### src/ex_pkg.sv
// Shared widths, opcode groups, ALU codes and instruction formats imported by every execute file
package ex_pkg;

	//////////////////////////////////////////////////////////////////////
	// Widths
	//////////////////////////////////////////////////////////////////////
	localparam int word_w       = 64;
	localparam int prf_idx_w    = 6;	// Physical register tag
	localparam int rob_idx_w    = 5;
	localparam int func_w       = 5;
	localparam int mult_stages  = 8;
	localparam int mult_slice_w = word_w / mult_stages;	// Multiplier bits per stage
	localparam int shamt_w      = $clog2(word_w);

	// ALU function codes
	localparam logic [func_w-1:0] alu_addq   = 5'h00;
	localparam logic [func_w-1:0] alu_subq   = 5'h01;
	localparam logic [func_w-1:0] alu_and    = 5'h02;
	localparam logic [func_w-1:0] alu_bic    = 5'h03;
	localparam logic [func_w-1:0] alu_bis    = 5'h04;
	localparam logic [func_w-1:0] alu_ornot  = 5'h05;
	localparam logic [func_w-1:0] alu_xor    = 5'h06;
	localparam logic [func_w-1:0] alu_eqv    = 5'h07;
	localparam logic [func_w-1:0] alu_srl    = 5'h08;
	localparam logic [func_w-1:0] alu_sll    = 5'h09;
	localparam logic [func_w-1:0] alu_sra    = 5'h0a;
	localparam logic [func_w-1:0] alu_mulq   = 5'h0b;	// Goes to the multiplier only
	localparam logic [func_w-1:0] alu_cmpeq  = 5'h0c;
	localparam logic [func_w-1:0] alu_cmplt  = 5'h0d;
	localparam logic [func_w-1:0] alu_cmple  = 5'h0e;
	localparam logic [func_w-1:0] alu_cmpult = 5'h0f;
	localparam logic [func_w-1:0] alu_cmpule = 5'h10;

	localparam logic [word_w-1:0] alu_filler = 64'hbad0_c0de_bad0_c0de;	// Unused codes

	//////////////////////////////////////////////////////////////////////
	// Opcode groups from opcode[5:3]
	//////////////////////////////////////////////////////////////////////
	localparam logic [2:0] grp_mem_int = 3'b001;	// 0x08 LDA, LDAH
	localparam logic [2:0] grp_operate = 3'b010;	// 0x10 integer operate
	localparam logic [2:0] grp_jump    = 3'b011;	// 0x18 holds JSR
	localparam logic [2:0] grp_mem_ld  = 3'b100;	// 0x20 loads
	localparam logic [2:0] grp_mem_st  = 3'b101;	// 0x28 stores
	localparam logic [2:0] grp_br_lo   = 3'b110;	// 0x30 BR, BSR and FP branches
	localparam logic [2:0] grp_br_hi   = 3'b111;	// 0x38 integer conditional branches

	localparam logic [5:0] jsr_grp   = 6'h1a;
	localparam logic [5:0] br_inst   = 6'h30;
	localparam logic [5:0] bsr_inst  = 6'h34;
	localparam logic [5:0] fbeq_inst = 6'h31;
	localparam logic [5:0] fblt_inst = 6'h32;
	localparam logic [5:0] fble_inst = 6'h33;
	localparam logic [5:0] fbne_inst = 6'h35;
	localparam logic [5:0] fbge_inst = 6'h36;
	localparam logic [5:0] fbgt_inst = 6'h37;

	// Operand select codes
	localparam logic [1:0] opa_is_rega     = 2'h0;
	localparam logic [1:0] opa_is_mem_disp = 2'h1;
	localparam logic [1:0] opa_is_npc      = 2'h2;
	localparam logic [1:0] opa_is_not3     = 2'h3;
	localparam logic [1:0] opb_is_regb     = 2'h0;
	localparam logic [1:0] opb_is_alu_imm  = 2'h1;
	localparam logic [1:0] opb_is_br_disp  = 2'h2;

	//////////////////////////////////////////////////////////////////////
	// Instruction formats
	//////////////////////////////////////////////////////////////////////
	// In register form rb sits in the top five literal bits
	typedef struct packed {
		logic [5:0] opcode;
		logic [4:0] ra;
		logic [7:0] lit;
		logic       lit_flag;
		logic [6:0] func;
		logic [4:0] rc;
	} op_fmt_t;

	typedef struct packed {
		logic [5:0]  opcode;
		logic [4:0]  ra;
		logic [4:0]  rb;
		logic [15:0] disp;
	} mem_fmt_t;

	typedef struct packed {
		logic [5:0]  opcode;
		logic [4:0]  ra;
		logic [20:0] disp;
	} br_fmt_t;

	typedef union packed {
		op_fmt_t  op;
		mem_fmt_t mem;
		br_fmt_t  br;
	} instr_t;

endpackage

### src/ex_if.sv
// Issue and result bundles passed between the execute stage units
`timescale 1ns/1ns

interface ex_issue_if
	import ex_pkg::*;
();
	logic [word_w-1:0]    opa;	// Also the multiplicand
	logic [word_w-1:0]    opb;	// Also the multiplier
	logic [word_w-1:0]    cond_opa;	// Register a for the branch test
	logic [func_w-1:0]    func;
	logic [2:0]           cond_code;
	logic                 cond_branch;
	logic                 uncond_branch;
	logic [prf_idx_w-1:0] pdest;
	logic [rob_idx_w-1:0] rob_idx;
	logic                 alu_valid;
	logic                 mult_valid;

	modport src (
		output opa, opb, cond_opa, func, cond_code, cond_branch, uncond_branch,
		output pdest, rob_idx, alu_valid, mult_valid
	);

	modport alu (
		input opa, opb, cond_opa, func, cond_code, cond_branch, uncond_branch,
		input pdest, rob_idx, alu_valid
	);

	modport mult (input opa, opb, pdest, rob_idx, mult_valid);
endinterface


### src/operand_select.sv
// Decodes the issued instruction, picks ALU operands and steers the op to ALU or multiplier
`timescale 1ns/1ns

module operand_select
	import ex_pkg::*;
(
	input  logic                 ex_en,
	input  instr_t               instr,
	input  logic [word_w-1:0]    prega_value,
	input  logic [word_w-1:0]    pregb_value,
	input  logic [word_w-1:0]    npc,
	input  logic [func_w-1:0]    alu_func,
	input  logic [prf_idx_w-1:0] pdest_idx,
	input  logic [rob_idx_w-1:0] rob_idx,
	ex_issue_if.src              issue
);
	logic [word_w-1:0] mem_disp;
	logic [word_w-1:0] br_disp;
	logic [word_w-1:0] alu_imm;
	logic [1:0]        opa_sel;
	logic [1:0]        opb_sel;
	logic [2:0]        grp;

	assign grp = instr.op.opcode[5:3];

	// Immediates
	assign mem_disp = {{(word_w-16){instr.mem.disp[15]}}, instr.mem.disp};
	assign br_disp  = {{(word_w-23){instr.br.disp[20]}}, instr.br.disp, 2'b00};	// Word offset
	assign alu_imm  = {{(word_w-8){1'b0}}, instr.op.lit};

	//////////////////////////////////////////////////////////////////////
	// Operand select decode
	//////////////////////////////////////////////////////////////////////
	always_comb
	begin
		opa_sel = opa_is_rega;
		opb_sel = opb_is_regb;
		case (grp)
			grp_operate:
				opb_sel = instr.op.lit_flag ? opb_is_alu_imm : opb_is_regb;
			grp_jump:
			begin
				if (instr.op.opcode == jsr_grp)
					opa_sel = opa_is_not3;	// Masks off the low two target bits
			end
			grp_mem_int, grp_mem_ld, grp_mem_st:
				opa_sel = opa_is_mem_disp;
			grp_br_lo, grp_br_hi:
			begin
				opa_sel = opa_is_npc;
				opb_sel = opb_is_br_disp;
			end
			default: ;
		endcase
	end

	always_comb
	begin
		case (opa_sel)
			opa_is_rega:     issue.opa = prega_value;
			opa_is_mem_disp: issue.opa = mem_disp;
			opa_is_npc:      issue.opa = npc;
			opa_is_not3:     issue.opa = {{(word_w-2){1'b1}}, 2'b00};
		endcase
		case (opb_sel)
			opb_is_alu_imm: issue.opb = alu_imm;
			opb_is_br_disp: issue.opb = br_disp;
			default:        issue.opb = pregb_value;
		endcase
	end

	// Branch kind
	always_comb
	begin
		issue.cond_branch   = 1'b0;
		issue.uncond_branch = 1'b0;
		case (grp)
			grp_jump:
				issue.uncond_branch = (instr.op.opcode == jsr_grp);
			grp_br_lo, grp_br_hi:
			begin
				case (instr.br.opcode)
					br_inst, bsr_inst:
						issue.uncond_branch = 1'b1;
					fbeq_inst, fblt_inst, fble_inst, fbne_inst, fbge_inst, fbgt_inst: ;	// No FP unit
					default:
						issue.cond_branch = 1'b1;
				endcase
			end
			default: ;
		endcase
	end

	assign issue.cond_opa  = prega_value;
	assign issue.cond_code = instr.br.opcode[2:0];
	assign issue.func      = alu_func;
	assign issue.pdest     = pdest_idx;
	assign issue.rob_idx   = rob_idx;

	// MULQ never goes through the ALU
	assign issue.mult_valid = ex_en & (alu_func == alu_mulq);
	assign issue.alu_valid  = ex_en & (alu_func != alu_mulq);

endmodule

### src/flat_wrapper.sv
// flat-port wrapper written by rule: the top's interface ports become plain ports
module operand_select_flat import ex_pkg::*;
  (ex_en, instr, prega_value, pregb_value, npc, alu_func, pdest_idx, rob_idx, issue_opa, issue_opb, issue_cond_opa, issue_func, issue_cond_code, issue_cond_branch, issue_uncond_branch, issue_pdest, issue_rob_idx, issue_alu_valid, issue_mult_valid);
  ex_issue_if issue_i ();
  input  logic ex_en;
  input  instr_t instr;
  input  logic [word_w-1:0] prega_value;
  input  logic [word_w-1:0] pregb_value;
  input  logic [word_w-1:0] npc;
  input  logic [func_w-1:0] alu_func;
  input  logic [prf_idx_w-1:0] pdest_idx;
  input  logic [rob_idx_w-1:0] rob_idx;
  output wire logic [$bits(issue_i.opa)-1:0] issue_opa;
  output wire logic [$bits(issue_i.opb)-1:0] issue_opb;
  output wire logic [$bits(issue_i.cond_opa)-1:0] issue_cond_opa;
  output wire logic [$bits(issue_i.func)-1:0] issue_func;
  output wire logic [$bits(issue_i.cond_code)-1:0] issue_cond_code;
  output wire logic [$bits(issue_i.cond_branch)-1:0] issue_cond_branch;
  output wire logic [$bits(issue_i.uncond_branch)-1:0] issue_uncond_branch;
  output wire logic [$bits(issue_i.pdest)-1:0] issue_pdest;
  output wire logic [$bits(issue_i.rob_idx)-1:0] issue_rob_idx;
  output wire logic [$bits(issue_i.alu_valid)-1:0] issue_alu_valid;
  output wire logic [$bits(issue_i.mult_valid)-1:0] issue_mult_valid;
  assign issue_opa = issue_i.opa;
  assign issue_opb = issue_i.opb;
  assign issue_cond_opa = issue_i.cond_opa;
  assign issue_func = issue_i.func;
  assign issue_cond_code = issue_i.cond_code;
  assign issue_cond_branch = issue_i.cond_branch;
  assign issue_uncond_branch = issue_i.uncond_branch;
  assign issue_pdest = issue_i.pdest;
  assign issue_rob_idx = issue_i.rob_idx;
  assign issue_alu_valid = issue_i.alu_valid;
  assign issue_mult_valid = issue_i.mult_valid;
  operand_select u_core (.ex_en(ex_en), .instr(instr), .prega_value(prega_value), .pregb_value(pregb_value), .npc(npc), .alu_func(alu_func), .pdest_idx(pdest_idx), .rob_idx(rob_idx), .issue(issue_i));
endmodule
### config.mk
export PLATFORM = sky130hd
export DESIGN_NAME = operand_select_flat
export DESIGN_NICKNAME = d
export VERILOG_FILES = /design/src/ex_pkg.sv /design/src/ex_if.sv /design/src/operand_select.sv /design/src/flat_wrapper.sv
export SDC_FILE = /design/constraint.sdc
export NUM_CORES = 1
export LEC_CHECK = 0
export ABC_AREA = 1
export BUFFER_PORTS_ARGS = -buffer_cell sky130_fd_sc_hd__buf_2
export CAP_MARGIN = 20
export CORE_AREA = 2 2 179 181
export DETAILED_ROUTE_END_ITERATION = 12
export DIE_AREA = 0 0 181 183
export PLACE_DENSITY = 0.34
export RECOVER_POWER = 50
export SLEW_MARGIN = 20
export SYNTH_ARGS = -nofsm -noshare
export SYNTH_HDL_FRONTEND = slang
export SYNTH_SLANG_ARGS = --single-unit
### constraint.sdc
create_clock -name vclk -period 2.1
set_input_delay 0.21 -clock vclk [all_inputs]
set_output_delay 0.21 -clock vclk [all_outputs]
set_load 0.01 [all_outputs]
==> flow_summary.toml, run 1 <==
[outcome]
status = "finished clean"

[die]
dieArea_mm2 = 0.0331
fp.dieW_um = 181
die_h_um = 183
ios = 456
num_rows = 65
core_area_mm2 = 0.0312
start_util = 0.0911

[sta]
fmax_ghz = 0.514
fin_crit_sh = 0.927
totalNegativeSetupSlack_ns = 0
period_needed_ns = 1.95
grt_setup_unrepaired = "false"
drv_slew = 0
tightest_slew_ns = 0.476
final-setup-viol-count = 0
max_slew_margin = 0.682
finalHoldViolCount = 0

[min_path]
hold-path-cell-count = 0
whs_endpoint = "issue_pdest[0]"
worst_hold_startpoint = "pdest_idx[0]"
hp-class = "input pin to output pin"

[logic_synthesis]
netlist_area_mm2 = 0.00285
avgSynthCellArea_um2 = 4.45
synth_nets = 882
ys_warn_count = 0
synth.distinct_cells = 19
synthCells = 639
ys_seq_area_frac = 0

[final_layout]
final_cell_mix = "nand2_1 (384), buf_2 (337), clkbuf_1 (92)"
nClkBuffers = 0
fin_util = 0.156
nFlopsAndLatches = 0
layout_commonest_cell = "nand2_1"
finalNonFillerCells = 1375
drive_above_1_share = 0.383
regArea_um2 = 0
finalInstanceArea_mm2 = 0.00487
area_growth_pct = 71.3
nets = 1216

[setup_path]
startpoint = "instr[31]"
max_stage_delay_ns = 0.29
critical-path-top-delay-family = "buffers and inverters"
path_cells = "buf_2 > buf_4 > nand2_1 > inv_1 > ha_2 > nand2_1 > buf_4 > o221ai_1 > buf_2"
worst_setup_path_start_kind = "input pin"
worst_ep_arrival_time_ns = 1.74
endpoint_kind = "output pin"
slowest_stage = "ha_2"
worstSetupPathType = "input pin to output pin"
critical_path_required_ns = 1.89
path_buf_inv = 5
crit_fanout = 8

[place]
gp_congestion = 0.766
dp_hpwl_um = 15700
placed_cells = 1371
io_buffers = 429
dpl_cell_area_mm2 = 0.00493

[route]
drtPass1Iterations = 4
vias = 4816
drc = 0
wl_per_cell_um = 13.5
routed_wl_um = 18500
ant_nets = 0
drt-initial-drc-count = 132
via_per_inst = 3.50

[pwr]
total_power_mw = 1.22
p_seq_frac = 0
irDropWorstVdd_mv = 0.0890
p_clk_frac = 0
leakagePower_nw = 3.21
power_frac_comb = 1.000
power_density_mw_per_mm2 = 250
p_int_mw = 0.503
switching_share = 0.588
p_switching_mw = 0.716

[grt]
grt_overflow = 0
antenna_found_initial = 2
grt_pass1_wl_um = 26100
first_global_vias = 4491
grt_max_degree = 64
gr-usage-all-layers = 0.100

[flow_run]
cap_violations = 0
==> power by group through the flow <==
stage          logic, mW  registers [mW]  clock network, mW
2_1_floorplan      0.688               0                  0
3_3_place_gp        1.27               0                  0
3_5_place_dp        1.26               0                  0
4_1_cts             1.27               0                  0
5_1_grt             1.36               0       0.0000000638
6_report            1.22               0        0.000000127
==> layer usage <==
layer | global-route usage | vias up | wire (µm)
li1 | - | 2493 | -
met1 | 0.119 | 2066 | 7370
met2 | 0.195 | 241 | 9620
met3 | 0.0131 | 14 | 1300
met4 | 0.0104 | 2 | 223
met5 | 0 | - | 13
==> synth_stat cells, drive strengths merged <==
cell | count | area [µm²]
nor2 | 70 | 265
nand2 | 387 | 1460
nor3b | 1 | 7.51
inv | 22 | 82.6
nand3 | 16 | 80.1
o211ai | 3 | 22.5
o221ai | 2 | 17.5
buf | 110 | 773
a31oi | 1 | 6.26
o21ai | 13 | 65.1
clkbuf | 11 | 41.3
ha | 2 | 25.0
nor3 | 1 | 5.00
==> per-stage QoR <==
step	setup slack, ns	hold WS [ns]
after detailed placement	-0.180	0.420
after floorplan	0.440	0.512
after CTS	0.0326	0.420
final	0.153	0.420
after global routing	0.0101	0.420
after global placement	-0.113	0.420
==> layout make-up <==
| class | instances | area (µm²) |
|---|---|---|
| fill | 3838 | 26400 |
| timing repair buffer | 453 | 2300 |
| multi-input combinational | 496 | 1990 |
| tap | 402 | 503 |
| inverter | 22 | 85.1 |
| antenna | 2 | 5.00 |
==> kinds of logic (layout without fill, tap and decap cells) <==
| kind of cell | after synthesis | after routing | synth area share |
|---|---|---|---|
| other | 0 | 2 | 0 |
| AND/OR/NAND/NOR | 475 | 475 | 0.637 |
| buffers and inverters | 143 | 475 | 0.315 |
| AO/OA/AOI/OAI | 19 | 19 | 0.0391 |
| adder cells (fa/ha/maj) | 2 | 2 | 0.00879 |
==> repair_timing <==
item                                   4_1_cts  5_1_grt
gates cloned                                 0        1
resized for setup                            3        6
pin swaps                                    0        1
endpoints found under the hold margin        0        0
hold buffers                                 0        0
buffers inserted                             0        1
setup endpoints to repair                   57        9
==> how the worst max path moves through the flow <==
| stage | to | slack (ns) | cells after the start |
|---|---|---|---|
| floorplan | issue_opb[4] | 0.44 | 8 |
| global placement | issue_opb[1] | -0.11 | 10 |
| detailed placement | issue_opb[1] | -0.18 | 10 |
| CTS | issue_opb[3] | 0.03 | 10 |
| global route | issue_opb[3] | 0.01 | 11 |
| finish | issue_opb[3] | 0.15 | 9 |
Power figures use the tool's default switching activity.
==> inputs of run 2 (changes only) <==
--- a/config.mk
+++ b/config.mk
@@ -5,12 +5,11 @@
 export SDC_FILE = /design/constraint.sdc
 export NUM_CORES = 1
 export LEC_CHECK = 0
-export ABC_AREA = 1
 export BUFFER_PORTS_ARGS = -buffer_cell sky130_fd_sc_hd__buf_2
 export CAP_MARGIN = 20
-export CORE_AREA = 2 2 179 181
+export CORE_AREA = 2 2 176 178
 export DETAILED_ROUTE_END_ITERATION = 12
-export DIE_AREA = 0 0 181 183
+export DIE_AREA = 0 0 178 180
 export PLACE_DENSITY = 0.34
 export RECOVER_POWER = 50
 export SLEW_MARGIN = 20
==> run 2 against run 1 <==
Cell area is 7.5% lower. Worst hold slack is essentially flat. Maximum frequency is 2.2% lower. Area after synthesis down 10%. Synthesized cell count decreased by 33%. Critical path type unchanged. Total power increased by 0.57%. Cell count shrank 16%. Count of clock-buffer cells in the layout unchanged. Wire length is 5.3% lower. Die area shrank 3.3%.
==> flow_summary.toml, run 2 <==
[outcome]
status = "finished clean"

[route]
wl_met1_um = 6610
wl_met2_um = 9340
vias = 4215
ant_nets = 0
drt-initial-drc-count = 115
drtPass1Iterations = 4
via_per_inst = 3.64
wl_per_cell_um = 15.2
top_layer = "met5"
drc = 0
dr_wl_met3_um = 1420
routed_wl_um = 17500

[die]
fp.dieW_um = 178
core_area_mm2 = 0.0302
num_rows = 64
start_util = 0.0849
dieArea_mm2 = 0.0320
ios = 456
die_h_um = 180

[logic_synthesis]
synth_nets = 673
ys_seq_area_frac = 0
synth_common_cells = "nand2_1 (176), buf_4 (86), a2bb2oi_1 (49)"
avgSynthCellArea_um2 = 5.96
synth_most_common_cell = "nand2_1"
synthCells = 430
netlist_area_mm2 = 0.00256
ys_warn_count = 0
synth_area_leader_cell = "nand2_1"
synth_area_leaders = "nand2_1 (26%), buf_4 (25%), a2bb2oi_1 (17%), mux2i_1 (5.9%), o221a_2 (4.8%)"
synth.distinct_cells = 29
netlist.area_leader.share = 0.258

[sta]
finalHoldViolCount = 0
tightest_slew_ns = 0.979
fmax_ghz = 0.502
fin_crit_sh = 0.948
final-setup-viol-count = 0
max_slew_margin = 0.347
drv_slew = 0
hold_ws_ns = 0.420
period_needed_ns = 1.99
grt_setup_unrepaired = "false"
totalNegativeSetupSlack_ns = 0

[pwr]
switching_share = 0.546
p_clk_frac = 0
p_switching_mw = 0.669
leakagePower_nw = 2.53
irDropWorstVdd_mv = 0.106
power_density_mw_per_mm2 = 272
p_seq_frac = 0
p_int_mw = 0.557
power_frac_comb = 1.000

[setup_path]
worstSetupPathType = "input pin to output pin"
path_cells = "buf_2 > nor2_1 > nand3_1 > inv_1 > ha_2 > and2b_1 > nand2_1 > buf_12 > nand2_1 > buf_2"
critical_path_required_ns = 1.89
worst_ep_arrival_time_ns = 1.78
critical-path-top-delay-family = "simple AND/OR/NAND/NOR gates"
endpoint_kind = "output pin"
crit_fanout = 41
slowest_stage = "ha_2"
path_buf_inv = 4
max_stage_delay_ns = 0.37
worstSetupPathDepth = 10
worst_setup_path_start_kind = "input pin"

[grt]
grt_pass1_wl_um = 23800
antenna_found_initial = 3
gr-usage-all-layers = 0.0975
grt_overflow = 0
grt_max_degree = 65
first_global_vias = 4029

[place]
io_buffers = 429
gp_congestion = 0.760
dp_hpwl_um = 15500

[final_layout]
fin_util = 0.149
area_growth_pct = 76.0
layout_commonest_cell = "buf_2"
nClkBuffers = 0
drive_above_1_share = 0.495
n_antenna_cell = 0
nets = 1006
final_cell_mix = "buf_2 (341), nand2_1 (176), clkbuf_1 (89)"
regArea_um2 = 0
nFlopsAndLatches = 0

[min_path]
hold-path-cell-count = 0
hp-class = "input pin to output pin"

[clock_tree]
cts_resized = 0
post_cts_buffers = 0
holdBufCountCts = 0

[flow_run]
cap_violations = 0
## run 2: per-stage QoR
stage / setup WS [ns] / instance area, µm² / power (mW) / std cells
2_1_floorplan: 0.141 / 2560 / 0.694 / 430
3_3_place_gp: 0.150 / 4640 / 1.29 / 1157
3_5_place_dp: 0.138 / 4640 / 1.27 / 1157
4_1_cts: 0.127 / 4640 / 1.28 / 1157
5_1_grt: 0.0242 / 4510 / 1.34 / 1157
6_report: 0.109 / 4510 / 1.23 / 1157
## run 2: logic make-up (layout without fill, tap and decap cells)
family | Yosys count | after routing | share of synthesized area
AND/OR/NAND/NOR | 193 | 193 | 0.306
adder cells (fa/ha/maj) | 2 | 2 | 0.00976
multiplexers | 15 | 15 | 0.0586
AO/OA/AOI/OAI | 94 | 94 | 0.302
buffers and inverters | 126 | 457 | 0.324
## run 2: routing by layer
layer / vias up / GRT usage
met2: 276 / 0.205
met3: 12 / 0.0116
met5: - / 0
met1: 1886 / 0.104
li1: 2037 / -
met4: 4 / 0.00721
## run 2: final timing paths
path,startpoint,endpoint,slack (ns)
worst min-delay path,pdest_idx[0],issue_pdest[0],0.42
worst max-delay path,instr[31],issue_opb[26],0.11
## run 2: cell type report
| type | instances | area (µm²) |
|---|---|---|
| Fill cell | 3606 | 25700 |
| Inverter | 5 | 18.8 |
| Multi-Input combinational cell | 304 | 1730 |
| Tap cell | 396 | 495 |
| Timing Repair Buffer | 452 | 2270 |
## run 2: power groups by stage
stage | combinational (mW) | clock [mW] | sequential, mW
2_1_floorplan | 0.694 | 0 | 0
3_3_place_gp | 1.29 | 0 | 0
3_5_place_dp | 1.27 | 0 | 0
4_1_cts | 1.28 | 0 | 0
5_1_grt | 1.34 | 0 | 0
6_report | 1.23 | 0 | 0
==> inputs of run 3 (changes only) <==
--- a/config.mk
+++ b/config.mk
@@ -7,9 +7,9 @@
 export LEC_CHECK = 0
 export BUFFER_PORTS_ARGS = -buffer_cell sky130_fd_sc_hd__buf_2
 export CAP_MARGIN = 20
-export CORE_AREA = 2 2 176 178
+export CORE_AREA = 2 2 175 177
 export DETAILED_ROUTE_END_ITERATION = 12
-export DIE_AREA = 0 0 178 180
+export DIE_AREA = 0 0 177 179
 export PLACE_DENSITY = 0.34
 export RECOVER_POWER = 50
 export SLEW_MARGIN = 20
==> constraint.sdc (replaced) <==
create_clock -name vclk -period 2.3
set_input_delay 0.23 -clock vclk [all_inputs]
set_output_delay 0.23 -clock vclk [all_outputs]
set_load 0.01 [all_outputs]
==> run 3 against run 2 <==
Combinational power decreased by 9.8%. Worst setup slack gained 0.21 ns. Total power is 9.8% lower. Count of clock-buffer cells in the layout stayed put. Cell count shrank 0.35%. First-iteration DRC count down 9.6%. Core utilization about the same. Worst hold slack better by 0.040 ns. Sequential share of layout area unchanged. Sequential cell count unchanged. Die area fell by 1.1%. Largest power group unchanged.
==> flow_summary.toml, run 3 (synthesis gave the netlist of run 2 again) <==
[sta]
fin_crit_sh = 0.859
finalHoldViolCount = 0
hold_ws_ns = 0.460
tightest_slew_ns = 0.377
grt_setup_unrepaired = "false"
drv_slew = 0
max_slew_margin = 0.748
fmax_ghz = 0.506
totalNegativeSetupSlack_ns = 0
period_needed_ns = 1.98
setup_slack_ns = 0.324
final-setup-viol-count = 0

[setup_path]
critical_path_required_ns = 2.07
endpoint_kind = "output pin"
crit_fanout = 42
worstSetupPathType = "input pin to output pin"
worst_setup_path_start_kind = "input pin"
worst_ep_arrival_time_ns = 1.75

[pwr]
power_density_mw_per_mm2 = 247
irDropWorstVdd_mv = 0.0619
leakagePower_nw = 2.50

[grt]
first_global_vias = 3843
gr-usage-all-layers = 0.0987
antenna_found_initial = 4
grt_max_degree = 52
grt_overflow = 0
grt_pass1_wl_um = 23300

[die]
ios = 456
dieArea_mm2 = 0.0317
die_h_um = 179
start_util = 0.0853
num_rows = 64
fp.dieW_um = 177
core_area_mm2 = 0.0300

[route]
ant_nets = 0
drtPass1Iterations = 4
via_per_inst = 3.60
drt-initial-drc-count = 104
wl_per_cell_um = 15.6
vias = 4150
drc = 0
routed_wl_um = 18000

[place]
dp_hpwl_um = 15700
gp_congestion = 0.742
dpl_cell_area_mm2 = 0.00459
io_buffers = 429
pre_cts_ws_ns = 0.301

[min_path]
hold-path-cell-count = 0
hp-class = "input pin to output pin"

[final_layout]
regArea_um2 = 0
layout_commonest_cell = "buf_2"
drive_above_1_share = 0.489
nClkBuffers = 0
final.fill_count = 3609
finalInstanceArea_mm2 = 0.00447
nets = 1000
multi_input_area_mm2 = 0.00173
area_growth_pct = 74.5
nFlopsAndLatches = 0
final_cell_mix = "buf_2 (338), nand2_1 (176), clkbuf_1 (91)"

[clock_tree]
cts_resized = 0
post_cts_buffers = 0
holdBufCountCts = 0

[outcome]
status = "finished clean"

[flow_run]
cap_violations = 0
==> run 3: cell types whose count changed in the layout (fill, tap and decap cells not counted), sizes merged <==
cell and change:
buf -7, diode +2, clkbuf +1
==> run 3: final timing paths <==
check                         from             end  slack (ns)
worst max-delay path     instr[30]   issue_opb[34]        0.32
worst min-delay path  pdest_idx[4]  issue_pdest[4]        0.46
==> run 3: final cells by class <==
cell class         count  share of cell area
repair buffers       446               0.497
multi-input cells    304               0.387
well taps            396               0.111
diodes                 2             0.00112
inverters              5             0.00420
==> run 3: routing by layer <==
layer  GRT usage  share of wire  wire (µm)  vias to the layer above
met5           0        0.00072         13                        -
met4      0.0131          0.014        249                        2
met3      0.0246           0.10       1820                       14
met2       0.195           0.51       9100                      275
met1       0.107           0.38       6790                     1829
li1            -              -          -                     2030
==> run 3: critical path, cell delays in order <==
cell and delay (ns):
buf_2 0.22, nand2_1 0.13, ha_2 0.37, and2b_1 0.22, nand2_1 0.11, buf_12 0.21
nand2_1 0.08, buf_2 0.14
==> run 3: where the power goes <==
| part | total (mW) | leakage [nW] | internal, mW | switching, mW |
|---|---|---|---|---|
| Sequential | 0 | 0 | 0 | 0 |
| Combinational | 1.11 | 2.50 | 0.500 | 0.605 |
| Clock | 0.000000116 | 0.0000127 | 0.000000116 | 0 |
==> run 3: through the flow <==
step / power (mW) / instances / utilization
floorplan: 0.633 / 430 / -
global placement: 1.16 / 1151 / 0.153
detailed placement: 1.15 / 1151 / 0.153
CTS: 1.15 / 1151 / 0.153
global route: 1.22 / 1151 / 0.149
finish: 1.11 / 1153 / 0.149
